File: src/wisc_params.svh
// Memory depth and address width macros for the WISC core
`ifndef WISC_PARAMS_SVH
`define WISC_PARAMS_SVH

// Instruction memory
`define WISC_IMEM_DEPTH 256 // Words of program storage
`define WISC_IMEM_AW    8   // Bits of PC used to index it

// Data memory
`define WISC_DMEM_DEPTH 256 // Words of data storage
`define WISC_DMEM_AW    8   // Bits of address used to index it

// Both depths must equal 2**AW so the low address bits
// cover the whole array

`endif

File: src/wisc_pkg.sv
// Vector typedefs, opcode/ALU/branch/fetch enums, flag and pipeline register structs
`default_nettype none
`include "wisc_params.svh"

package wisc_pkg;

	typedef logic [15:0] word_t;                     // Data and instruction word
	typedef logic [3:0]  reg_idx_t;                  // Register number
	typedef logic [`WISC_IMEM_AW-1:0] imem_addr_t;   // Program memory index

	typedef enum logic [3:0] {
		OP_ADD, OP_SUB, OP_AND, OP_NOR, OP_XOR, OP_SLL, OP_SRL, OP_SRA,
		OP_LW, OP_SW, OP_LHB, OP_LLB, OP_B, OP_CALL, OP_RET, OP_HLT
	} opcode_t;                                      // Instr[15:12]

	typedef enum logic [2:0] {
		ALU_ADD, ALU_SUB, ALU_AND, ALU_NOR, ALU_XOR, ALU_SLL, ALU_SRL, ALU_SRA
	} alu_op_t;                                      // Same order as first eight opcodes

	typedef enum logic [2:0] {
		BR_NEQ, BR_EQ, BR_GT, BR_LT, BR_GTE, BR_LTE, BR_OVFL, BR_UNCOND
	} br_cond_t;                                     // Instr[11:9] of B

	typedef enum logic [1:0] {
		FETCH_IDLE, FETCH_RUN, FETCH_STOPPED
	} fetch_state_t;                                 // Run control in fetch

	typedef struct packed {
		logic z;                                     // Result zero
		logic n;                                     // Result negative
		logic v;                                     // Signed overflow
	} flags_t;

	typedef struct packed {
		logic  valid;
		word_t instr;
		word_t pc;                                   // Address of instr
	} if_id_t;

	typedef struct packed {
		logic     valid;
		logic     halt;                              // HLT marker
		logic     reg_write;                         // Never set for R0
		logic     mem_read;                          // LW
		logic     mem_write;                         // SW
		logic     alu_src_imm;                       // Operand b from imm
		alu_op_t  alu_op;
		logic     is_branch;
		logic     is_call;
		logic     is_ret;
		br_cond_t br_cond;
		logic     sets_flags;
		word_t    a;                                 // Read port a, R15 on RET
		word_t    b;                                 // Read port b
		word_t    imm;                               // Sign extended or placed
		word_t    store_data;                        // SW data register
		reg_idx_t dst;
		word_t    pc;
	} id_ex_t;

	typedef struct packed {
		logic     valid;
		logic     halt;
		logic     reg_write;
		logic     mem_read;
		logic     mem_write;
		reg_idx_t dst;
		word_t    result;                            // ALU value or address
		word_t    store_data;
	} ex_mem_t;

	typedef struct packed {
		logic     en;
		reg_idx_t idx;
		word_t    data;
	} reg_write_t;                                   // MEM/WB, regfile write, retire

	typedef struct packed {
		logic  strobe;
		word_t addr;
		word_t data;
	} mem_write_t;                                   // Store port

endpackage

`default_nettype wire

File: src/wisc_memory.sv
// Memory stage with data memory, store port, writeback select, halted flag and MEM/WB register
`timescale 1ns/1ps
`default_nettype none
`include "wisc_params.svh"

module wisc_memory (
	input  wire logic              clk,
	input  wire logic              rst,
	input  wire wisc_pkg::ex_mem_t ex_mem,
	output wisc_pkg::reg_write_t   wb,           // MEM/WB, also retire
	output wisc_pkg::mem_write_t   store,
	output logic                   halted,
	output wisc_pkg::reg_idx_t     mem_dst,      // For decode hazard test
	output logic                   mem_we
);
	import wisc_pkg::*;

	word_t                   dmem [`WISC_DMEM_DEPTH];
	logic [`WISC_DMEM_AW-1:0] addr;              // Word index
	logic                    halt_wb;            // HLT sitting in MEM/WB

	assign addr    = ex_mem.result[`WISC_DMEM_AW-1:0];
	assign mem_dst = ex_mem.dst;
	assign mem_we  = ex_mem.valid && ex_mem.reg_write;

	assign store = '{strobe: ex_mem.valid && ex_mem.mem_write,
		addr: ex_mem.result, data: ex_mem.store_data};

	always_ff @(posedge clk) begin
		if (store.strobe) begin
			dmem[addr] <= ex_mem.store_data;
		end
	end

	always_ff @(posedge clk) begin
		if (rst) begin
			wb.en   <= 1'b0;
			halt_wb <= 1'b0;
			halted  <= 1'b0;
		end else begin
			wb.en   <= ex_mem.valid && ex_mem.reg_write;
			wb.idx  <= ex_mem.dst;
			wb.data <= ex_mem.mem_read ? dmem[addr] : ex_mem.result; // Load or ALU
			halt_wb <= ex_mem.valid && ex_mem.halt;
			halted  <= halted || halt_wb;           // Sticky until reset
		end
	end

endmodule

`default_nettype wire

File: config.mk
export PLATFORM = sky130hd
export DESIGN_NAME = wisc_memory
export DESIGN_NICKNAME = d
export VERILOG_FILES = /design/src/wisc_pkg.sv /design/src/wisc_memory.sv
export VERILOG_INCLUDE_DIRS = /design/src
export SDC_FILE = /design/constraint.sdc
export NUM_CORES = 2
export LEC_CHECK = 0
export BUFFER_PORTS_ARGS = -buffer_cell sky130_fd_sc_hd__buf_4
export CAP_MARGIN = 30
export CORE_ASPECT_RATIO = 0.8
export CORE_MARGIN = 10
export CORE_UTILIZATION = 50
export CTS_CLUSTER_SIZE = 12
export DETAILED_ROUTE_END_ITERATION = 7
export GPL_TIMING_DRIVEN = 0
export PLACE_DENSITY = 0.65
export REMOVE_ABC_BUFFERS = 1
export SLEW_MARGIN = 20
export SYNTH_ARGS = -nofsm -noshare
export SYNTH_HDL_FRONTEND = slang
export SYNTH_SLANG_ARGS = --single-unit
File: constraint.sdc
create_clock -name clk -period 10.65 [get_ports clk]
set_input_delay 1.065 -clock clk [delete_from_list [all_inputs] [get_ports clk]]
set_output_delay 1.065 -clock clk [all_outputs]
set_load 0.02 [all_outputs]
=== Word-level counts from Yosys, hierarchy flattened ===
Memory sizes are Yosys's and may differ from the RTL's.
Index checks and enable logic that the tools add are counted.

* Logic and storage cells: 13
* Bits of input ports: 43
* Memories: 1
* Output and inout bits: 60
* Register bits after elaboration: 23
* RAM bits: 4096

{| class="wikitable"
|+ Memories
! memory !! words !! bits a word !! rd ports !! clocked after memory_dff !! write ports !! RTL line !! text
|-
| dmem || 256 || 16 || 1 || 0 || 1 || wisc_memory.sv:18 || <nowiki>word_t dmem [`WISC_DMEM_DEPTH];</nowiki>
|}

* Muxes and demuxes: 3
* Reduce and logical (&&, ||, !) cells: 4

{| class="wikitable"
|+ Operators by type and width
! kind !! count
|-
| $mux 16 || 1
|-
| $logic_and 1x1->1 || 3
|-
| $mux 1 || 2
|-
| $logic_or 1x1->1 || 1
|}

=== Depth between registers and ports, before layout ===
* Depth in word-level cells: 3
* Depth in mapped cells: 13
* Depth with buffers taken out: 7

=== Worst setup path after synthesis ===
OpenSTA, ideal clock, no wires.

* Kind: input to register
* Start point: input ex_mem[21] (netlist bit)
* End point: memory dmem[182][0] (netlist bit), enable pin
* Setup time: 0.430 ns
* Data arrival time: 4.030 ns
* Path slack: 6.190 ns
* Stages: 7
* Path buffers: 5
* Required time: 10.220 ns
* Cell sequence: buf_2 buf_2 buf_2 buf_2 clkbuf_1 nand3_1 nor4_1

{| class="wikitable"
|+ RTL lines
! element !! RTL line !! text
|-
| start: declaration || wisc_memory.sv:9 || <nowiki>input wire wisc_pkg::ex_mem_t ex_mem,</nowiki>
|-
| end: declaration || wisc_memory.sv:18 ||
|}

No word-level cell before the write port.

=== Worst setup path after layout ===
* Start point: input ex_mem[18] (netlist bit)
* End point: register wb[3] (netlist bit) (data pin)

* Longest elaborated chain between the ends: 2

{| class="wikitable"
|+ Ends and longest elaborated chain
! element !! RTL line !! text
|-
| $mem_v2 256x16 || n/a ||
|-
| $mux 16 || wisc_memory.sv:43 || <nowiki>wb.data <= ex_mem.mem_read ? dmem[addr] : ex_mem.result;</nowiki>
|-
| end: declaration || wisc_memory.sv:10 || <nowiki>output wisc_pkg::reg_write_t wb,</nowiki>
|}

No other way between the ends.
A chain may end at the register's enable or synchronous reset.

==> run metrics <==
CTS Root Cell clkbuf_16; Vias/cell 6.572; nets 7,465; max_cap viols 0; Seq pwr share 55.8%; Worst IR Drop VDD 0.1543 mV; Netlist cell types between 60 and 70; # DRC 0; minimum clock period 5.581 ns; dpl cell area 0.1692 mm2; Total GRT Usage 24.26%; Net Sw Power 6.788 mW; Final Cell Area 0.1798 mm2; postcts setup bufs 0; most used cell along the critical path buf_16; Final Hold Violating Endpoints 0; num rows 184; fmax 179.2 MHz; Slew Viols, Final 0; crit end category register; Final GP Congestion between 0.7 and 0.8; number of synthesized register bits 4,119; layout cells sized above 1 between 20% and 30%; vias in the first global route about 76k; Setup Crit Path Kind in2reg; Final Skew 0.05304 ns; DP Worst Slack 4.072 ns; combinational share of power 5.6%; total power 32.03 mW; Final ANT Viol Nets 0; worst-margin pin slew 1.116 ns; total CTS buffers 395; Ys Warns 0; Synth async-reset ratio 0%; Worst Path Arrival 6.14 ns; outcome complete, no violations; RSZ-0062 raised after global routing no; power per cell area between 150 and 200 mW/mm2; worst skew pair latency ~0.93 ns; number of setup violations in the final report 0; count of hold-fix buffers inserted at cts 0; initial antenna violation count 18; Die Y 524.0 um; gr ovfl total 0; P_leak 55.56 nW; HPWL after DPL 258.1 mm; CTS tree yes; Starting Density 50.38%; I/O Pins 103; CP Launch Type primary input; most frequent cells in the layout 4,116 x edfxtp_1, 1,030 x mux4_2, 404 x clkbuf_16; most common cell after layout, fill and taps aside edfxtp_1; largest net degree at the start of global routing about 140; Die Footprint 0.3407 mm2; Period Utilization, post-route a little over half; H-tree levels 5; slew margin rel. roughly a quarter; Worst Hold Path Cells 2; Post-synth EDFFs 4,116; clk slew on worst S/H paths around 0.060 ns; Avg Cell Area, Syn 22.40 um2; Req. time, crit path roughly 11 ns; Worst Hold Class in2reg; Pre-antenna DRT Iters 5; Critical-path top delay cell o32ai_2; CTS max path bufs 4; Sw Share 21.19%; Wirelength per Cell 35.75 um; # port buffers between 100 and 150; clk sinks 4,119; DRT iter0 DRCs 10.95k; Resized cells post-CTS 0; reg2reg path depth 6; Die Wd 650.1 um; vias after detailed routing 77.05k; Int Power ~25 mW; Synth Instances 7,088; Largest stage delay, worst path 0.77 ns; fin cells ~12k; Max Fanout on Critical Path 53; drt total wl 419.0 mm; area grow syn2layout 13.24%; Core Footprint 0.3152 mm2; Post-Syn Area 0.1588 mm2; global-route wire length before repair 591.4 mm; sequential area share after synthesis 77.88%; setup TNS 0 ns; placed insts 11.21k; Clk network pwr share a little under 40%; final critical-path setup slack between 5 and 6 ns; crit path cell chain buf_8 > buf_16 > buf_16 > clkinv_2 > buf_12 > nor2_4 > buf_16 > buf_12 > buf_16 > a22oi_1 > and3_1 > o32ai_2 > o211ai_1; Top FF cell, synth edfxtp_1
power by group through the flow:
stage | sequential (mW) | combinational, mW | clock [mW]
floorplan | 18.2 | 0.633 | 0
detailed placement | 18.2 | 1.77 | 0
global placement | 18.2 | 2.07 | 0
global route | 17.9 | 1.85 | 13.1
CTS | 17.9 | 1.77 | 12.5
finish | 17.9 | 1.78 | 12.4
cell families after synthesis:
family                 after synthesis  synth area share [%]
AO/OA/AOI/OAI                      442                 1.983
buffers and inverters              457                 1.573
flip-flops                        4119                 77.88
multiplexers                      1344                 16.60
AND/OR/NAND/NOR                    726                 1.963
worst paths after layout:
kind | from | end | slack [ns]
worst max-delay path | ex_mem[18] | wb[3]$_DFFE_PN_ | 5.07
worst min-delay path | rst | halted$_SDFF_PP0_ | 0.30
worst max register to register | dmem[46][5]$_DFFE_PP_ | wb[5]$_DFFE_PN_ | 6.59
worst min register to register | halt_wb$_SDFF_PP0_ | halted$_SDFF_PP0_ | 0.45
synthesized netlist by cell type, types with 5 or more instances:
master	count	share of area, %
edfxtp_1	4116	78
mux4_2	1030	15
nor2_1	318	0.75
mux2i_1	293	1.8
nand2_1	220	0.52
buf_2	142	0.45
clkbuf_1	138	0.33
buf_4	123	0.58
a22oi_1	87	0.41
a21oi_1	77	0.24
a32oi_1	65	0.36
nand3_1	49	0.15
nor3_1	41	0.13
a211oi_1	40	0.19
o21ai_0	37	0.12
nor2b_1	30	0.12
a31oi_1	28	0.11
buf_1	27	0.064
o22ai_1	22	0.087
mux2_2	21	0.15
buf_6	19	0.13
o22a_1	17	0.094
nor4_1	15	0.059
nand2b_1	12	0.047
a2111oi_0	8	0.044
a221oi_1	8	0.044
a22o_1	8	0.044
and2_1	8	0.032
o2111ai_1	8	0.044
and3_1	7	0.028
nand4_1	7	0.028
inv_1	6	0.014
a311oi_1	5	0.028
registers in the layout, summed over array words and instances, names as in the netlist:
| signal | count |
|---|---|
| halt_wb | 1 |
| wb | 21 |
| halted | 1 |
| dmem | 4096 |
worst max-delay path, delay by kind of cell:
family,cells,cell delay (ns)
compound gates,3,1.40
simple gates,2,0.97
buf+inv,8,2.28
metal layers:
| layer | wire length, um | global-route usage [%] |
|---|---|---|
| met5 | 92 | 0 |
| met4 | 16020 | 8.126 |
| met1 | 167900 | 36.12 |
| met2 | 187400 | 35.60 |
| met3 | 47590 | 5.825 |
per-stage QoR:
step                hold WS, ns  util, %
global placement         0.4579    51.50
detailed placement       0.4446    53.67
global route             0.3060    57.05
floorplan                0.4161        -
CTS                      0.2750    57.03
finish                   0.3044    57.05
layout make-up:
class / count / area, um2
flip-flops and latches: 4119 / 123700
clock inverters: 35 / 197.7
clock buffers: 473 / 10380
inverters: 8 / 51.30
repair buffers: 386 / 6043
diodes: 5 / 12.51
well taps: 4185 / 5236
multi-input cells: 2512 / 34230
fillers: 22334 / 135400
Note: power is estimated with default switching activity, not from simulation.
