$ cat config.mk
export PLATFORM = sky130hd
export DESIGN_NAME = wisc_fetch
export DESIGN_NICKNAME = d
export VERILOG_FILES = /design/src/wisc_pkg.sv /design/src/wisc_fetch.sv
export VERILOG_INCLUDE_DIRS = /design/src
export SDC_FILE = /design/constraint.sdc
export NUM_CORES = 2
export LEC_CHECK = 0
export BUFFER_PORTS_ARGS = -buffer_cell sky130_fd_sc_hd__buf_2
export CAP_MARGIN = 20
export CELL_PAD_IN_SITES_DETAIL_PLACEMENT = 0
export CELL_PAD_IN_SITES_GLOBAL_PLACEMENT = 1
export CORE_MARGIN = 2
export CORE_UTILIZATION = 51
export CTS_CLUSTER_DIAMETER = 150
export DETAILED_ROUTE_END_ITERATION = 6
export GPL_TIMING_DRIVEN = 0
export PLACE_DENSITY_LB_ADDON = 0.1
export REMOVE_ABC_BUFFERS = 1
export SLEW_MARGIN = 20
export SYNTH_ARGS = -nofsm -noshare
export SYNTH_HDL_FRONTEND = slang
export SYNTH_SLANG_ARGS = --single-unit
$ cat constraint.sdc
create_clock -name clk -period 2.9 [get_ports clk]
set_clock_uncertainty 0.1 [all_clocks]
set_input_delay 0.145 -clock clk [delete_from_list [all_inputs] [get_ports clk]]
set_output_delay 0.145 -clock clk [all_outputs]
set_load 0.01 [all_outputs]
$ cat src/wisc_params.svh
// Memory depth and address width macros for the WISC core
`ifndef WISC_PARAMS_SVH
`define WISC_PARAMS_SVH

// Instruction memory
`define WISC_IMEM_DEPTH 256 // Words of program storage
`define WISC_IMEM_AW    8   // Bits of PC used to index it

// Data memory
`define WISC_DMEM_DEPTH 256 // Words of data storage
`define WISC_DMEM_AW    8   // Bits of address used to index it

// Both depths must equal 2**AW so the low address bits
// cover the whole array

`endif

$ cat src/wisc_pkg.sv
// Vector typedefs, opcode/ALU/branch/fetch enums, flag and pipeline register structs
`default_nettype none
`include "wisc_params.svh"

package wisc_pkg;

	typedef logic [15:0] word_t;                     // Data and instruction word
	typedef logic [3:0]  reg_idx_t;                  // Register number
	typedef logic [`WISC_IMEM_AW-1:0] imem_addr_t;   // Program memory index

	typedef enum logic [3:0] {
		OP_ADD, OP_SUB, OP_AND, OP_NOR, OP_XOR, OP_SLL, OP_SRL, OP_SRA,
		OP_LW, OP_SW, OP_LHB, OP_LLB, OP_B, OP_CALL, OP_RET, OP_HLT
	} opcode_t;                                      // Instr[15:12]

	typedef enum logic [2:0] {
		ALU_ADD, ALU_SUB, ALU_AND, ALU_NOR, ALU_XOR, ALU_SLL, ALU_SRL, ALU_SRA
	} alu_op_t;                                      // Same order as first eight opcodes

	typedef enum logic [2:0] {
		BR_NEQ, BR_EQ, BR_GT, BR_LT, BR_GTE, BR_LTE, BR_OVFL, BR_UNCOND
	} br_cond_t;                                     // Instr[11:9] of B

	typedef enum logic [1:0] {
		FETCH_IDLE, FETCH_RUN, FETCH_STOPPED
	} fetch_state_t;                                 // Run control in fetch

	typedef struct packed {
		logic z;                                     // Result zero
		logic n;                                     // Result negative
		logic v;                                     // Signed overflow
	} flags_t;

	typedef struct packed {
		logic  valid;
		word_t instr;
		word_t pc;                                   // Address of instr
	} if_id_t;

	typedef struct packed {
		logic     valid;
		logic     halt;                              // HLT marker
		logic     reg_write;                         // Never set for R0
		logic     mem_read;                          // LW
		logic     mem_write;                         // SW
		logic     alu_src_imm;                       // Operand b from imm
		alu_op_t  alu_op;
		logic     is_branch;
		logic     is_call;
		logic     is_ret;
		br_cond_t br_cond;
		logic     sets_flags;
		word_t    a;                                 // Read port a, R15 on RET
		word_t    b;                                 // Read port b
		word_t    imm;                               // Sign extended or placed
		word_t    store_data;                        // SW data register
		reg_idx_t dst;
		word_t    pc;
	} id_ex_t;

	typedef struct packed {
		logic     valid;
		logic     halt;
		logic     reg_write;
		logic     mem_read;
		logic     mem_write;
		reg_idx_t dst;
		word_t    result;                            // ALU value or address
		word_t    store_data;
	} ex_mem_t;

	typedef struct packed {
		logic     en;
		reg_idx_t idx;
		word_t    data;
	} reg_write_t;                                   // MEM/WB, regfile write, retire

	typedef struct packed {
		logic  strobe;
		word_t addr;
		word_t data;
	} mem_write_t;                                   // Store port

endpackage

`default_nettype wire

$ cat src/wisc_fetch.sv
// Fetch stage with PC, program memory and load port, run control and IF/ID register
`timescale 1ns/1ps
`default_nettype none
`include "wisc_params.svh"

module wisc_fetch (
	input  wire logic                clk,
	input  wire logic                rst,
	input  wire logic                start,        // Begin execution from idle
	input  wire logic                prog_we,
	input  wire wisc_pkg::imem_addr_t prog_addr,
	input  wire wisc_pkg::word_t     prog_data,
	input  wire logic                stall,        // Hold PC and IF/ID
	input  wire logic                redirect,     // Taken control in execute
	input  wire logic                halt_seen,    // HLT decoded, not flushed
	input  wire wisc_pkg::word_t     redirect_pc,
	output wisc_pkg::if_id_t         if_id
);
	import wisc_pkg::*;

	word_t        imem [`WISC_IMEM_DEPTH];          // Program storage
	word_t        pc;                               // Next fetch address
	fetch_state_t state;
	imem_addr_t   fetch_addr;

	assign fetch_addr = pc[`WISC_IMEM_AW-1:0];      // Low PC bits index memory

	// Loader only touches memory while the core is idle
	always_ff @(posedge clk) begin
		if (prog_we && state == FETCH_IDLE) begin
			imem[prog_addr] <= prog_data;
		end
	end

	always_ff @(posedge clk) begin
		if (rst) begin
			state <= FETCH_IDLE;
		end else if (state == FETCH_IDLE && start) begin
			state <= FETCH_RUN;
		end else if (state == FETCH_RUN && halt_seen) begin
			state <= FETCH_STOPPED;                 // Left only by reset
		end
	end

	always_ff @(posedge clk) begin
		if (rst) begin
			pc          <= '0;
			if_id.valid <= 1'b0;
		end else if (state != FETCH_RUN) begin
			if_id.valid <= 1'b0;                    // Bubbles when not running
		end else if (redirect) begin
			pc          <= redirect_pc;             // Wins over stall
			if_id.valid <= 1'b0;
		end else if (halt_seen) begin
			if_id.valid <= 1'b0;                    // Nothing after HLT enters
		end else if (!stall) begin
			if_id.valid <= 1'b1;
			if_id.instr <= imem[fetch_addr];
			if_id.pc    <= pc;
			pc          <= pc + 16'd1;
		end
	end

endmodule

`default_nettype wire

* After elaboration in Yosys (flattened, before gate mapping)
Memories as Yosys holds them, arrays and structs flattened. A register that Yosys moved wholly into a read port is not among the register bits. Cells that the tools add are included.
Storage, ports and cells: register bits 35, memory bits (writable) 4096, bits of input ports 47, output and inout bits 33, word-level logic and storage cells 32, memories 1
Operators by class: $add $sub $neg 1, equality and inequality tests 4, muxes and demuxes 7, bitwise gates (word level) 5, reductions and logical operators 9
Memory list:
- imem | words 256, width 16, read ports 1, clocked after Yosys merged registers in 1, wr ports 1, line wisc_fetch.sv:21 | word_t imem [`WISC_IMEM_DEPTH];
Operators by type and width (count):
- 16-bit two-way mux | 3
- 16-bit by 1-bit adder with 16-bit output (second input constant) | 1
- 1-bit inverter | 5
- 5-bit AND reduction | 1
- 1-bit two-way mux | 4
- 2-bit by 1-bit inequality test with 1-bit output (second input constant) | 2
- 4-bit OR reduction | 1
- 1-bit logical AND | 3
- 3-bit AND reduction | 1
- 2-bit by 1-bit == test with 1-bit output (second input constant) | 1
- 2-bit logical NOT | 1
- 2-bit inequality test (second input constant) | 1
- 2-bit nonzero test | 1
- 2-bit OR reduction | 1

* Depth between registers and ports, before layout
depth after elaboration 4, mapped depth 13, mapped depth without buffers 7

* Worst setup path after synthesis
OpenSTA, ideal clock, no wires.
path type reg-to-reg, from register state[0], to register if_id[0] in the netlist's numbering (enable), arrival time 2.573 ns, required time 2.379 ns, path slack -0.194 ns, cell stages (with the launch flop) 4, path buffers 0, clock period less this slack 3.094 ns, path through dfxtp_1 nor2b_1 or4b_2 nor2_1
On the way: word-level cells in the longest chain between the ends 3
Ends and longest elaborated chain:
- start: declaration | line wisc_fetch.sv:23 | fetch_state_t state;
- start signal: assignment | line wisc_fetch.sv:37 | state <= FETCH_IDLE;
- start signal: assignment | line wisc_fetch.sv:39 | state <= FETCH_RUN;
- start signal: assignment | line wisc_fetch.sv:41 | state <= FETCH_STOPPED;
- 2-bit by 1-bit inequality test with 1-bit output | line wisc_fetch.sv:49 | end else if (state != FETCH_RUN) begin
- 1-bit inverter (no source line)
- 5-bit AND reduction (no source line)
- end: declaration | line wisc_fetch.sv:17 | output wisc_pkg::if_id_t if_id
No other way between the ends. A chain may end at the register's enable or synchronous reset.

==> results.py <==
metrics = {
    "yosys": {
        "syn_area_per_cell_um2": 21.78,
        "syn_area_um2": 160000,
        "synthMostInstantiatedCell": "edfxtp_1",
        "syn-instance-count": 7346,
        "ys.flop_type": "edfxtp_1",
        "yosysSeqAreaShare": 0.7772,
        "synth_edf_count": 4128,
        "async_flop_share": 0,
        "yosys-top-cells-area": "edfxtp_1 (77%), mux4_2 (12%), mux2i_1 (2.1%)",
        "yosysUniqueCellTypes": 82,
        "ys_warn_count": 0,
        "synth.top_cell.area_share": 0.7748,
        "synth-seq-cells": 4147,
        "ys_top_cells_by_count": "edfxtp_1 (4128), mux4_2 (865), nor2_1 (335), mux2i_1 (330), a21oi_1 (195)",
        "synth_top_area_cell": "edfxtp_1",
    },
    "timing": {
        "setup_ws_ns": -1.030,
        "fin_crit_ns": 3.930,
        "worst_slew_pin_slew_ns": 1.288,
        "finalMaxSlewViolations": 0,
        "relSlewSlack": 0.1380,
        "setup_viol_count_final": 17,
        "fmax_ghz": 0.2545,
        "hold_violations": 0,
        "rsz0062_at_grt": "true",
        "period_share": 1.355,
    },
    "drt": {
        "drtIter0Drc": 11817,
        "antenna_left": 0,
        "drc_errors": 0,
        "wirelength_um": 493000,
        "vias": 83443,
        "post_drt_wl_per_cell_um": 38.72,
        "via_per_inst": 6.553,
        "first_pass_iters": 6,
    },
    "cells_and_area": {
        "syn_to_final_growth_pct": 21.19,
        "nets": 8259,
        "drive_gt1_frac": 0.3411,
        "instances_no_fill": 12733,
    },
    "worst_hold_path": {
        "hold_class": "in -> reg",
    },
    "clock_tree": {
        "clk_pin_slew_ns": 0.06,
        "cts_max_level": 5,
        "root_buffer": "clkbuf_16",
        "cts_tree": "built",
        "ctsLongestPathBuffers": 4,
        "clock-sinks": 4147,
        "clk_latency_ns": 0.97,
        "cts_buffers": 423,
    },
    "floorplanning": {
        "ioPinCount": 80,
        "rows": 205,
        "core-area_um2": 311900,
        "dieWidth_um": 564.1,
        "dieHeight_um": 564.1,
        "dieArea_um2": 318200,
        "initial_utilization": 0.5129,
    },
    "power": {
        "power_mw": 129.7,
        "peakVddDrop_mv": 0.5592,
        "p_leak_nw": 59.46,
        "pwr_density_cell_nw_per_um2": 669.1,
    },
    "worst_setup_path": {
        "endpoint_kind": "flip-flop",
        "critical_path.most_common_cell": "buf_16",
        "crit_family": "buffers and inverters",
        "critPathRequiredTime_ns": 3.50,
        "path_buf_inv": 9,
        "slowest_stage": "mux4_2",
        "startpoint_type": "flip-flop",
        "worstPathCellList": "buf_16 > buf_16 > buf_16 > buf_16 > buf_16 > buf_16 > buf_16 > buf_8 > buf_4 > mux4_2 > mux4_2 > a22oi_2 > nand3_4 > nor2_4 > nor2_4",
        "cp_max_fo": 5,
        "cp_data_arrival_time_ns": 4.53,
        "max_stage_delay_ns": 0.63,
        "setup.worst_path.class": "reg -> reg",
        "reg2reg_slack_ns": -1.03,
    },
    "grt": {
        "grt_max_degree": 121,
        "grt_antenna_before_repair": 35,
        "grt_pass1_vias": 82057,
        "grt_overflow_total": 0,
        "grt_util_all_layers": 0.3101,
        "grt_first_pass_wirelength_um": 673400,
    },
    "place": {
        "hpwlAfterDp_um": 296300,
        "io_buffers": 79,
        "dp.cells": 11449,
        "gp_congestion": 0.8287,
    },
    "run_status": {
        "violations": "setup timing",
        "status": "complete, but fails checks",
    },
    "run": {
        "max_cap_violations": 0,
    },
}
==> path summary, 6_finish.rpt <==
path / cells past startpoint / startpoint / endpoint
hold reg to reg: 0 / pc[12] / if_id[12]
hold / removal: 4 / redirect_pc[5] / pc[5]
setup / recovery: 15 / pc[0] / if_id[26]
setup reg to reg: 15 / pc[0] / if_id[26]
==> state kept, by name, indices dropped and copies added (netlist names) <==
signal,count
imem,4096
if_id,33
pc,16
state,2
==> kinds of logic (layout without fill, tap and decap cells) <==
logic type                 count (synthesis)  after routing  share of synthesized area
DFF                                     4147           4147                     0.7772
muxes                                   1244           1244                     0.1496
AOI/OAI and AO/OA                        832            832                    0.03631
and+or+nand+nor                          665            665                    0.01808
buffers and inverters                    457           1678                    0.01871
adders and majority gates                  1              1                 0.00007819
other                                      0             26                          0
==> routing by layer <==
layer,part of all wire,track usage
met3,0.095,0.06231
met5,0.00011,0
met4,0.044,0.1180
met1,0.38,0.4311
met2,0.48,0.4893
==> per-stage QoR <==
stage	util	hold WS [ns]	instance area [µm²]	setup TNS (ns)	worst slack (ns)
after floorplan	-	0.1141	157000	-2789.10	-50.77
after global placement	0.5213	0.2549	162600	-	-127.57
after CTS	0.6175	0.0002413	192600	-13.11	-0.9540
after global routing	0.6215	0.02845	193900	-13.60	-0.9911
after detailed placement	0.5488	0.2769	171200	-1340.25	-3.442
final	0.6216	0.04549	193900	-13.55	-1.030
==> layout make-up <==
cell class | count | area, µm²
flip-flops and latches | 4147 | 124400
fillers | 21194 | 118000
repair buffers | 886 | 13830
multi-input cells | 2742 | 37020
diodes | 26 | 65.06
inverters | 11 | 75.07
well taps | 4140 | 5180
clock inverters | 256 | 2180
clock buffers | 525 | 11160
==> repair_timing <==
item | CTS | global route
endpoints found under the hold margin | 3952 | 0
buffers inserted | 278 | 76
gates cloned | 61 | 5
gates resized for setup | 475 | 78
pin swaps | 146 | 77
hold buffers | 58 | 0
endpoints found under the setup margin | 3211 | 94
==> power by group <==
| group | leakage (nW) | switching [mW] | total (mW) | internal [mW] |
|---|---|---|---|---|
| combinational | 15.6 | 6.19 | 10.6 | 4.45 |
| clock | 6.55 | 22.8 | 53.0 | 30.3 |
| sequential | 37.3 | 0.0555 | 66.0 | 66.0 |
==> worst reg2reg max path, cell delays in order, from the launching register on <==
cell and delay [ns]:
dfxtp_4 0.36, buf_16 0.15, buf_16 0.15, buf_16 0.14
buf_16 0.13, buf_16 0.14, buf_16 0.16, buf_16 0.15
buf_8 0.12, buf_4 0.13, mux4_2 0.41, mux4_2 0.63
a22oi_2 0.42, nand3_4 0.23, nor2_4 0.17, nor2_4 0.08
==> layout by cell type (no fill, tap or decap), types with 71 or more instances in the layout <==
| master | Yosys | routed |
|---|---|---|
| buf_6 | 63 | 92 |
| clkbuf_1 | 136 | 93 |
| buf_16 | 0 | 160 |
| edfxtp_1 | 4128 | 4128 |
| buf_8 | 26 | 82 |
| nor2_2 | 0 | 71 |
| clkinv_1 | 1 | 107 |
| buf_12 | 8 | 141 |
| nand2_1 | 138 | 117 |
| a22oi_1 | 192 | 160 |
| clkbuf_16 | 0 | 437 |
| mux2i_1 | 330 | 317 |
| a21oi_1 | 195 | 149 |
| mux4_2 | 865 | 872 |
| buf_4 | 36 | 237 |
| nor2_4 | 0 | 206 |
| clkinv_2 | 0 | 86 |
Note: power is estimated with default switching activity, not from simulation.
