$ cat src/wisc_params.svh
// Memory depth and address width macros for the WISC core
`ifndef WISC_PARAMS_SVH
`define WISC_PARAMS_SVH

// Instruction memory
`define WISC_IMEM_DEPTH 256 // Words of program storage
`define WISC_IMEM_AW    8   // Bits of PC used to index it

// Data memory
`define WISC_DMEM_DEPTH 256 // Words of data storage
`define WISC_DMEM_AW    8   // Bits of address used to index it

// Both depths must equal 2**AW so the low address bits
// cover the whole array

`endif

$ cat src/wisc_pkg.sv
// Vector typedefs, opcode/ALU/branch/fetch enums, flag and pipeline register structs
`default_nettype none
`include "wisc_params.svh"

package wisc_pkg;

	typedef logic [15:0] word_t;                     // Data and instruction word
	typedef logic [3:0]  reg_idx_t;                  // Register number
	typedef logic [`WISC_IMEM_AW-1:0] imem_addr_t;   // Program memory index

	typedef enum logic [3:0] {
		OP_ADD, OP_SUB, OP_AND, OP_NOR, OP_XOR, OP_SLL, OP_SRL, OP_SRA,
		OP_LW, OP_SW, OP_LHB, OP_LLB, OP_B, OP_CALL, OP_RET, OP_HLT
	} opcode_t;                                      // Instr[15:12]

	typedef enum logic [2:0] {
		ALU_ADD, ALU_SUB, ALU_AND, ALU_NOR, ALU_XOR, ALU_SLL, ALU_SRL, ALU_SRA
	} alu_op_t;                                      // Same order as first eight opcodes

	typedef enum logic [2:0] {
		BR_NEQ, BR_EQ, BR_GT, BR_LT, BR_GTE, BR_LTE, BR_OVFL, BR_UNCOND
	} br_cond_t;                                     // Instr[11:9] of B

	typedef enum logic [1:0] {
		FETCH_IDLE, FETCH_RUN, FETCH_STOPPED
	} fetch_state_t;                                 // Run control in fetch

	typedef struct packed {
		logic z;                                     // Result zero
		logic n;                                     // Result negative
		logic v;                                     // Signed overflow
	} flags_t;

	typedef struct packed {
		logic  valid;
		word_t instr;
		word_t pc;                                   // Address of instr
	} if_id_t;

	typedef struct packed {
		logic     valid;
		logic     halt;                              // HLT marker
		logic     reg_write;                         // Never set for R0
		logic     mem_read;                          // LW
		logic     mem_write;                         // SW
		logic     alu_src_imm;                       // Operand b from imm
		alu_op_t  alu_op;
		logic     is_branch;
		logic     is_call;
		logic     is_ret;
		br_cond_t br_cond;
		logic     sets_flags;
		word_t    a;                                 // Read port a, R15 on RET
		word_t    b;                                 // Read port b
		word_t    imm;                               // Sign extended or placed
		word_t    store_data;                        // SW data register
		reg_idx_t dst;
		word_t    pc;
	} id_ex_t;

	typedef struct packed {
		logic     valid;
		logic     halt;
		logic     reg_write;
		logic     mem_read;
		logic     mem_write;
		reg_idx_t dst;
		word_t    result;                            // ALU value or address
		word_t    store_data;
	} ex_mem_t;

	typedef struct packed {
		logic     en;
		reg_idx_t idx;
		word_t    data;
	} reg_write_t;                                   // MEM/WB, regfile write, retire

	typedef struct packed {
		logic  strobe;
		word_t addr;
		word_t data;
	} mem_write_t;                                   // Store port

endpackage

`default_nettype wire

$ cat src/wisc_decode.sv
// Decode stage with field split, control decode, hazard stall, halt detect and ID/EX register
`timescale 1ns/1ps
`default_nettype none

module wisc_decode (
	input  wire logic                 clk,
	input  wire logic                 rst,
	input  wire wisc_pkg::if_id_t     if_id,
	input  wire wisc_pkg::reg_write_t wb,         // Regfile write
	input  wire logic                 flush,      // Redirect from execute
	input  wire wisc_pkg::reg_idx_t   ex_dst,     // Pending write in execute
	input  wire wisc_pkg::reg_idx_t   mem_dst,    // Pending write in memory
	input  wire logic                 ex_we,
	input  wire logic                 mem_we,
	output wisc_pkg::id_ex_t          id_ex,
	output logic                      stall,
	output logic                      halt_seen
);
	import wisc_pkg::*;

	opcode_t  opcode;
	reg_idx_t rd, rs, rt;                         // Raw fields
	reg_idx_t ra, rb;                             // Read indices
	reg_idx_t dst;
	word_t    da, db, imm;
	alu_op_t  alu_sel;
	logic     is_alu, reads_a, reads_b, writes;

	// Register matches a write not yet in MEM/WB
	function automatic logic pending(input reg_idx_t idx);
		pending = (idx != '0) && ((ex_we && ex_dst == idx) || (mem_we && mem_dst == idx));
	endfunction

	assign opcode = opcode_t'(if_id.instr[15:12]);
	assign rd     = if_id.instr[11:8];
	assign rs     = if_id.instr[7:4];
	assign rt     = if_id.instr[3:0];
	assign is_alu = !if_id.instr[15];              // ADD through SRA

	assign ra  = (opcode == OP_RET) ? 4'd15 : rs;  // RET jumps through R15
	assign rb  = (opcode inside {OP_SW, OP_LHB, OP_LLB}) ? rd : rt;
	assign dst = (opcode == OP_CALL) ? 4'd15 : rd; // Link register

	assign reads_a = is_alu || opcode inside {OP_LW, OP_SW, OP_RET};
	assign reads_b = opcode inside {OP_ADD, OP_SUB, OP_AND, OP_NOR, OP_XOR,
		OP_SW, OP_LHB, OP_LLB};                   // Shifts use rt as amount
	assign writes  = is_alu || opcode inside {OP_LW, OP_LHB, OP_LLB, OP_CALL};

	always_comb begin
		stall = if_id.valid && !flush &&
			((reads_a && pending(ra)) || (reads_b && pending(rb)));
	end
	assign halt_seen = if_id.valid && !flush && opcode == OP_HLT;

	wisc_regfile u_regfile (
		.clk (clk),
		.rst (rst),
		.wr  (wb),
		.ra  (ra),
		.rb  (rb),
		.da  (da),
		.db  (db)
	);

	always_comb begin
		case (opcode)
			OP_SLL, OP_SRL, OP_SRA: imm = {12'b0, rt};                          // Shift amount
			OP_LW, OP_SW:           imm = {{12{if_id.instr[3]}}, if_id.instr[3:0]};
			OP_LHB:                 imm = {if_id.instr[7:0], 8'h00};           // High byte
			OP_LLB:                 imm = {8'h00, if_id.instr[7:0]};           // Low byte
			OP_B:                   imm = {{7{if_id.instr[8]}}, if_id.instr[8:0]};
			OP_CALL:                imm = {{4{if_id.instr[11]}}, if_id.instr[11:0]};
			default:                imm = '0;
		endcase
	end

	// LHB and LLB ride the shift codes with the immediate source selected
	always_comb begin
		case (opcode)
			OP_LHB:  alu_sel = ALU_SLL;
			OP_LLB:  alu_sel = ALU_SRL;
			default: alu_sel = is_alu ? alu_op_t'(if_id.instr[14:12]) : ALU_ADD;
		endcase
	end

	always_ff @(posedge clk) begin
		if (rst) begin
			id_ex.valid <= 1'b0;
		end else begin
			id_ex.valid       <= if_id.valid && !stall && !flush; // Bubble on stall or flush
			id_ex.halt        <= opcode == OP_HLT;
			id_ex.reg_write   <= writes && dst != '0;  // R0 never retires
			id_ex.mem_read    <= opcode == OP_LW;
			id_ex.mem_write   <= opcode == OP_SW;
			id_ex.alu_src_imm <= opcode inside {OP_LW, OP_SW, OP_LHB, OP_LLB};
			id_ex.alu_op      <= alu_sel;
			id_ex.is_branch   <= opcode == OP_B;
			id_ex.is_call     <= opcode == OP_CALL;
			id_ex.is_ret      <= opcode == OP_RET;
			id_ex.br_cond     <= br_cond_t'(if_id.instr[11:9]);
			id_ex.sets_flags  <= opcode inside {OP_ADD, OP_SUB, OP_AND, OP_NOR, OP_XOR};
			id_ex.a           <= da;
			id_ex.b           <= db;
			id_ex.imm         <= imm;
			id_ex.store_data  <= db;                  // SW data is rd
			id_ex.dst         <= dst;
			id_ex.pc          <= if_id.pc;            // CALL link comes from here
		end
	end

endmodule

`default_nettype wire

$ cat src/wisc_regfile.sv
// Sixteen-entry write-through register file with two read ports and R0 tied to zero
`timescale 1ns/1ps
`default_nettype none

module wisc_regfile (
	input  wire logic                 clk,
	input  wire logic                 rst,
	input  wire wisc_pkg::reg_write_t wr,         // From MEM/WB
	input  wire wisc_pkg::reg_idx_t   ra,
	input  wire wisc_pkg::reg_idx_t   rb,
	output wisc_pkg::word_t           da,
	output wisc_pkg::word_t           db
);
	import wisc_pkg::*;

	word_t regs [16];

	always_ff @(posedge clk) begin
		if (rst) begin
			for (int i = 0; i < 16; i++) begin
				regs[i] <= '0;
			end
		end else if (wr.en && wr.idx != '0) begin
			regs[wr.idx] <= wr.data;                // R0 writes dropped
		end
	end

	// Same-cycle write is visible to readers
	assign da = (wr.en && wr.idx == ra && ra != '0) ? wr.data : regs[ra];
	assign db = (wr.en && wr.idx == rb && rb != '0) ? wr.data : regs[rb];

endmodule

`default_nettype wire
$ cat config.mk
export PLATFORM = sky130hd
export DESIGN_NAME = wisc_decode
export DESIGN_NICKNAME = d
export VERILOG_FILES = /design/src/wisc_pkg.sv /design/src/wisc_decode.sv /design/src/wisc_regfile.sv
export VERILOG_INCLUDE_DIRS = /design/src
export SDC_FILE = /design/constraint.sdc
export NUM_CORES = 1
export LEC_CHECK = 0
export ABC_AREA = 1
export BUFFER_PORTS_ARGS = -buffer_cell sky130_fd_sc_hd__buf_2
export CAP_MARGIN = 30
export CELL_PAD_IN_SITES_DETAIL_PLACEMENT = 1
export CELL_PAD_IN_SITES_GLOBAL_PLACEMENT = 1
export CORE_ASPECT_RATIO = 1.1
export CORE_MARGIN = 5
export CORE_UTILIZATION = 25
export DETAILED_ROUTE_END_ITERATION = 12
export GPL_TIMING_DRIVEN = 1
export PLACE_DENSITY_LB_ADDON = 0.12
export SYNTH_ARGS = -nofsm -noshare
export SYNTH_HDL_FRONTEND = slang
export SYNTH_SLANG_ARGS = --single-unit
export TNS_END_PERCENT = 1
$ cat constraint.sdc
create_clock -name clk -period 14 [get_ports clk]
set_input_delay 2.1 -clock clk [delete_from_list [all_inputs] [get_ports clk]]
set_output_delay 2.1 -clock clk [all_outputs]
set_load 0.05 [all_outputs]
## Word level (Yosys, flattened, before mapping)

Memory sizes are Yosys's and may differ from the RTL's. A register that Yosys moved wholly into a read port is not among the register bits.
Cells that the tools add are included.

- Equal/unequal tests: 19
- Multiplexer cells: 14
- Reduce and logical (&&, ||, !) cells: 39

Operators with widths:

| operator | count |
|---|---|
| $pmux W16 S6 | 1 |
| $eq A4 B4 Y1 const B | 8 |
| $reduce_bool A4 Y1 | 6 |
| $eq A4 B3 Y1 const B | 4 |
| $eq A4 B4 Y1 | 4 |
| $mux W16 | 1 |
| $mux W4 | 4 |
| $reduce_or A16 Y1 | 1 |
| $logic_and A1 B1 Y1 | 15 |
| $eq A4 B2 Y1 const B | 2 |
| $reduce_bool A8 Y1 | 1 |
| $mux W1 | 6 |
| $pmux W3 S2 | 1 |
| $reduce_bool A3 Y1 | 2 |
| $logic_not A1 Y1 | 5 |
| $logic_or A1 B1 Y1 | 5 |
| $reduce_bool A5 Y1 | 1 |
| $eq A4 B1 Y1 const B | 1 |
| $logic_not A4 Y1 | 1 |
| $mux W3 | 1 |
| $reduce_or A3 Y1 | 1 |
| $reduce_or A2 Y1 | 1 |

- Flip-flop bits (word level): 52
- RAM bits: 256
- Input port bits: 67
- Logic and storage cells: 88
- Memories kept: 1

Memories:

| memory | depth | bits a word | read ports | clocked after Yosys merged registers in | write ports | RTL line | source |
|---|---|---|---|---|---|---|---|
| u_regfile.regs | 16 | 16 | 2 | 2 | 16 | wisc_regfile.sv:16 | `word_t regs [16];` |

## Longest topological paths before layout

- Depth in word-level cells: 13
- Mapped depth: 15
- Gate-level depth less buffers: 13

## Cells and area by module

A second synthesis with hierarchy kept.

- Cell total of the unflattened synthesis: 2359
- Area, all modules: 18980.7 um2

By module, submodules not included:

| module | times used | cells each | area an instance (um2) | seq. area each (um2) |
|---|---|---|---|---|
| wisc_regfile | 1 | 2081 | 15508.6 | 7687.4 |
| wisc_decode | 1 | 278 | 3472.1 | 2512.4 |

## Least setup slack after synthesis

Ideal clock, no wire load.

- Kind: input port to flip-flop
- From: input rst
- To: memory u_regfile.regs[11][0] (netlist bit), enable pin
- Setup time: 0.517 ns
- Arrival time: 5.775 ns
- Data required time: 13.483 ns
- Slack: 7.709 ns
- Stages on the path: 3
- Buffers on the path: 1
- Cells stage by stage: clkinv_1 clkbuf_1 nand2_1

RTL lines:

| what | RTL line | source |
|---|---|---|
| start: declaration | wisc_decode.sv:7 | `input wire logic rst,` |
| end: declaration | wisc_regfile.sv:16 |  |

## Final worst setup path

- From: input if_id[20] (netlist bit)
- To: output stall

- Longest elaborated chain between the ends: 8
- Elaborated cells on any way between the ends: 11
- Those cells by class: 2 x eq/ne; 1 x mux; 8 x reduce/logical

Ends and longest elaborated chain:

| what | RTL line | source |
|---|---|---|
| start: declaration | wisc_decode.sv:8 | `input wire wisc_pkg::if_id_t if_id,` |
| $mux W4 (*) | wisc_decode.sv:40 | `assign ra = (opcode == OP_RET) ? 4'd15 : rs;` |
| $eq A4 B4 Y1 | wisc_decode.sv:31 | `pending = (idx != '0) && ((ex_we && ex_dst == idx) \|\| (mem_we && mem_dst == idx));` |
| $logic_and A1 B1 Y1 | wisc_decode.sv:31 |  |
| $logic_or A1 B1 Y1 | wisc_decode.sv:31 |  |
| $logic_and A1 B1 Y1 (*) | wisc_decode.sv:31 |  |
| $logic_and A1 B1 Y1 (*) | wisc_decode.sv:51 | `((reads_a && pending(ra)) \|\| (reads_b && pending(rb)));` |
| $logic_or A1 B1 Y1 (*) | wisc_decode.sv:51 |  |
| $logic_and A1 B1 Y1 (*) | wisc_decode.sv:50 | `stall = if_id.valid && !flush &&` |
| end: declaration | wisc_decode.sv:16 | `output logic stall,` |

Mark *: on every way between the ends. The rest lies on a longest branch, timed or not.

==> reports/qor.yml <==
route:
  ant_nets: 0
  drc: 0
  vias: 16500
  vias_per_cell: 4.82
  firstDrtPassIters: 7
  drtIter0Drc: 1101
  detail_route.wl_per_cell_um: 23.9
  totalWireLength_um: 81600
outcome:
  status: "finished clean"
worst_hold_path:
  hold_start: "u_regfile.regs[3][15]$_SDFFCE_PN0P_"
  min_path_type: "reg -> reg"
  min_path_cells: 6
  hold_end: "id_ex[83]$_DFFE_PN_"
timing:
  fin_crit_ps: 9060
  final_max_slew_viol_count: 0
  rsz0062_at_grt: "no"
  tightest_slew_ps: 1020
  hold_viol: 0
  min_period_over_period: 0.647
  setup_violations: 0
  setup_tns_ps: 0
  fmax_ghz: 0.110
  clock_skew_ps: 22.2
  slew_headroom: 0.318
pwr:
  power_density_mw_per_mm2: 132
  power_leakage_nw: 9.75
  ir_worst_vdd_uv: 92.7
  total_power_mw: 2.90
finish:
  fillCellCount: 8836
  area_growth_pct: 18.1
  multi_input_comb_area_mm2: 0.00679
  regArea_mm2: 0.0102
  fin_nets: 2486
  layout-drive-gt1-share: 0.125
global_routing:
  grt_max_degree: 69
  busiest_layer: "met2"
  grt_pass1_wl_um: 120000
  grt_antenna_before_repair: 1
  use_met1: 0.264
  grt_pass1_vias: 17500
  grt_overflow: 0
  met3_usage: 0.0229
  grtUsageTotal: 0.199
  grt_use_met2: 0.348
clock_network:
  post_cts_resized: 0
  postCtsSetupRepairBufs: 0
  cts-htree-levels: 2
  cts.clk_slew.worst_paths_ps: 60
  cts_buffer_depth: 3
  postCtsHoldBufs: 0
  cts_root_buf: "clkbuf_16"
  clkLatencyLatePin_ps: 590
  cts_tree: "done"
  cts_sinks: 340
  cts_buffers: 42
yosys:
  synth_edf_count: 339
  postSynthAreaPerCell_um2: 8.08
  yosysWarnings: 0
  synth_area_mm2: 0.0187
  synth_top_area_cell: "edfxtp_1"
  synth_cell_types: 33
  async_flop_share: 0
  syn_inst: 2309
  synthTopCellsByArea: "edfxtp_1 (55%), nand2_1 (12%), nand3_1 (10%), nor2_1 (8.2%), inv_1 (5.2%)"
  synth_top_area_frac: 0.546
  ys_ff_latch: 340
  synth_seq_area_share: 0.547
  synth_flop_cell: "edfxtp_1"
critical_path:
  cp_max_fo: 68
  critPathMaxStageDelay_ps: 1000
  cp_num_buf_inv: 5
  cp_data_arrival_time_ps: 6960
  crit_path_start: "if_id[20]"
  r2r_start: "u_regfile.regs[0][14]$_SDFFCE_PN0P_"
  critPathLaunchType: "input port"
  crit_path_end_kind: "output port"
  cp_cell_sequence: "buf_2 > clkinv_1 > buf_4 > nand2_4 > buf_4 > nor2_4 > a21oi_1 > nand2_1 > a21oi_1 > buf_2"
  crit_required_ps: 11900
  cpMaxStageDelayCell: "clkinv_1"
  r2r_cells: 6
  crit_family: "buffers and inverters"
  reg2reg_slack_ps: 12350
  r2r_end: "id_ex[34]$_DFFE_PN_"
  crit_type: "in -> out"
floorplan:
  die_w_um: 270
  die_y_um: 297
  io_pins: 169
  start_util: 0.251
  core_area_mm2: 0.0744
  die_area_mm2: 0.0802
  rows: 105
placement:
  numPortBuffers: 168
  dpl.hpwl_um: 53900
  place.gp.congestion: 0.819
job:
  cap_violations: 0
-- per-stage QoR --
stage               hold WS, ps  cells   util  setup WS (ps)  area, um2
finish                      838   3417  0.296           4940      22000
global route                886   3416  0.296           4820      22000
CTS                         853   3416  0.296           4890      22000
detailed placement          819   3338  0.277           4910      20600
global placement            832   3322  0.272           5020      20200
floorplan                   710   2324      -           7710      18700
-- routing by layer --
| layer | vias to the layer above | routed length, um |
|---|---|---|
| met1 | 8312 | 37200 |
| met5 | - | 0 |
| li1 | 7690 | - |
| met3 | 121 | 2960 |
| met2 | 357 | 39400 |
| met4 | 0 | 2130 |
-- kinds of logic (layout without fill, tap and decap cells) --
family,count (synthesis),count (layout),synth area share
simple gates,1406,1406,0.315
buf+inv,426,555,0.0940
flops,340,340,0.547
compound gates,133,133,0.0423
xor+xnor,3,3,0.00141
other cells,1,17,0.000201
-- final cells by class --
cell class	instances	share of cell area
Tap cell	963	0.0547
Clock buffer	44	0.0490
Timing Repair Buffer	209	0.0643
Sequential cell	340	0.463
Inverter	268	0.0458
Clock inverter	34	0.0151
Antenna cell	1	0.000114
Multi-Input combinational cell	1558	0.308
-- registers in the layout (all words and copies together), names as in the netlist --
signal          cells
u_regfile.regs    256
id_ex              84
-- power breakdown --
part	internal [mW]	total, mW	switching, mW
Sequential	1.20	1.22	0.0271
Clock	0.656	1.14	0.485
Combinational	0.124	0.539	0.416
Total	1.98	2.90	0.928
-- worst min-delay path: cells and delay by family (launching register included) --
kind | cells | cell delay, ps
and+or+nand+nor | 5 | 300
DFF | 1 | 360
AOI/OAI and AO/OA | 1 | 70
-- how the worst max path moves through the flow --
stage	cells after the start	slack (ps)	to
4_1_cts	10	4890	stall
5_1_grt	10	4820	stall
2_1_floorplan	3	7710	u_regfile.regs[11][0]$_SDFFCE_PN0P_
3_3_place_gp	10	5020	stall
6_report	10	4940	stall
3_5_place_dp	10	4910	stall
-- cells in the final DEF, fill, tap and decap left out, types with 6 or more instances in the layout --
master / Yosys / layout
nand2_1: 584 / 580
nor2_1: 408 / 408
nand3_1: 390 / 390
edfxtp_1: 339 / 339
inv_1: 258 / 258
buf_2: 49 / 168
a21oi_1: 55 / 55
clkbuf_16: 0 / 43
o211ai_1: 37 / 37
o21ai_0: 32 / 32
buf_4: 25 / 25
conb_1: 1 / 16
clkinv_1: 4 / 12
buf_16: 0 / 11
clkinv_2: 0 / 9
nand2_2: 7 / 7
nand2_4: 3 / 7
inv_2: 6 / 6
clkinvlp_4: 0 / 6
-- synth_stat cells (2+ instances only) --
| master | n |
|---|---|
| a21oi_1 | 55 |
| buf_1 | 8 |
| buf_2 | 49 |
| buf_4 | 25 |
| clkbuf_1 | 76 |
| clkinv_1 | 4 |
| edfxtp_1 | 339 |
| inv_1 | 258 |
| inv_2 | 6 |
| nand2_1 | 584 |
| nand2_2 | 7 |
| nand2_4 | 3 |
| nand3_1 | 390 |
| nand3_2 | 3 |
| nor2_1 | 408 |
| nor2_4 | 2 |
| nor2_8 | 2 |
| nor3_1 | 5 |
| o211ai_1 | 37 |
| o21ai_0 | 32 |
| o221ai_1 | 2 |
| xor2_1 | 3 |
Power figures use the tool's default switching activity.
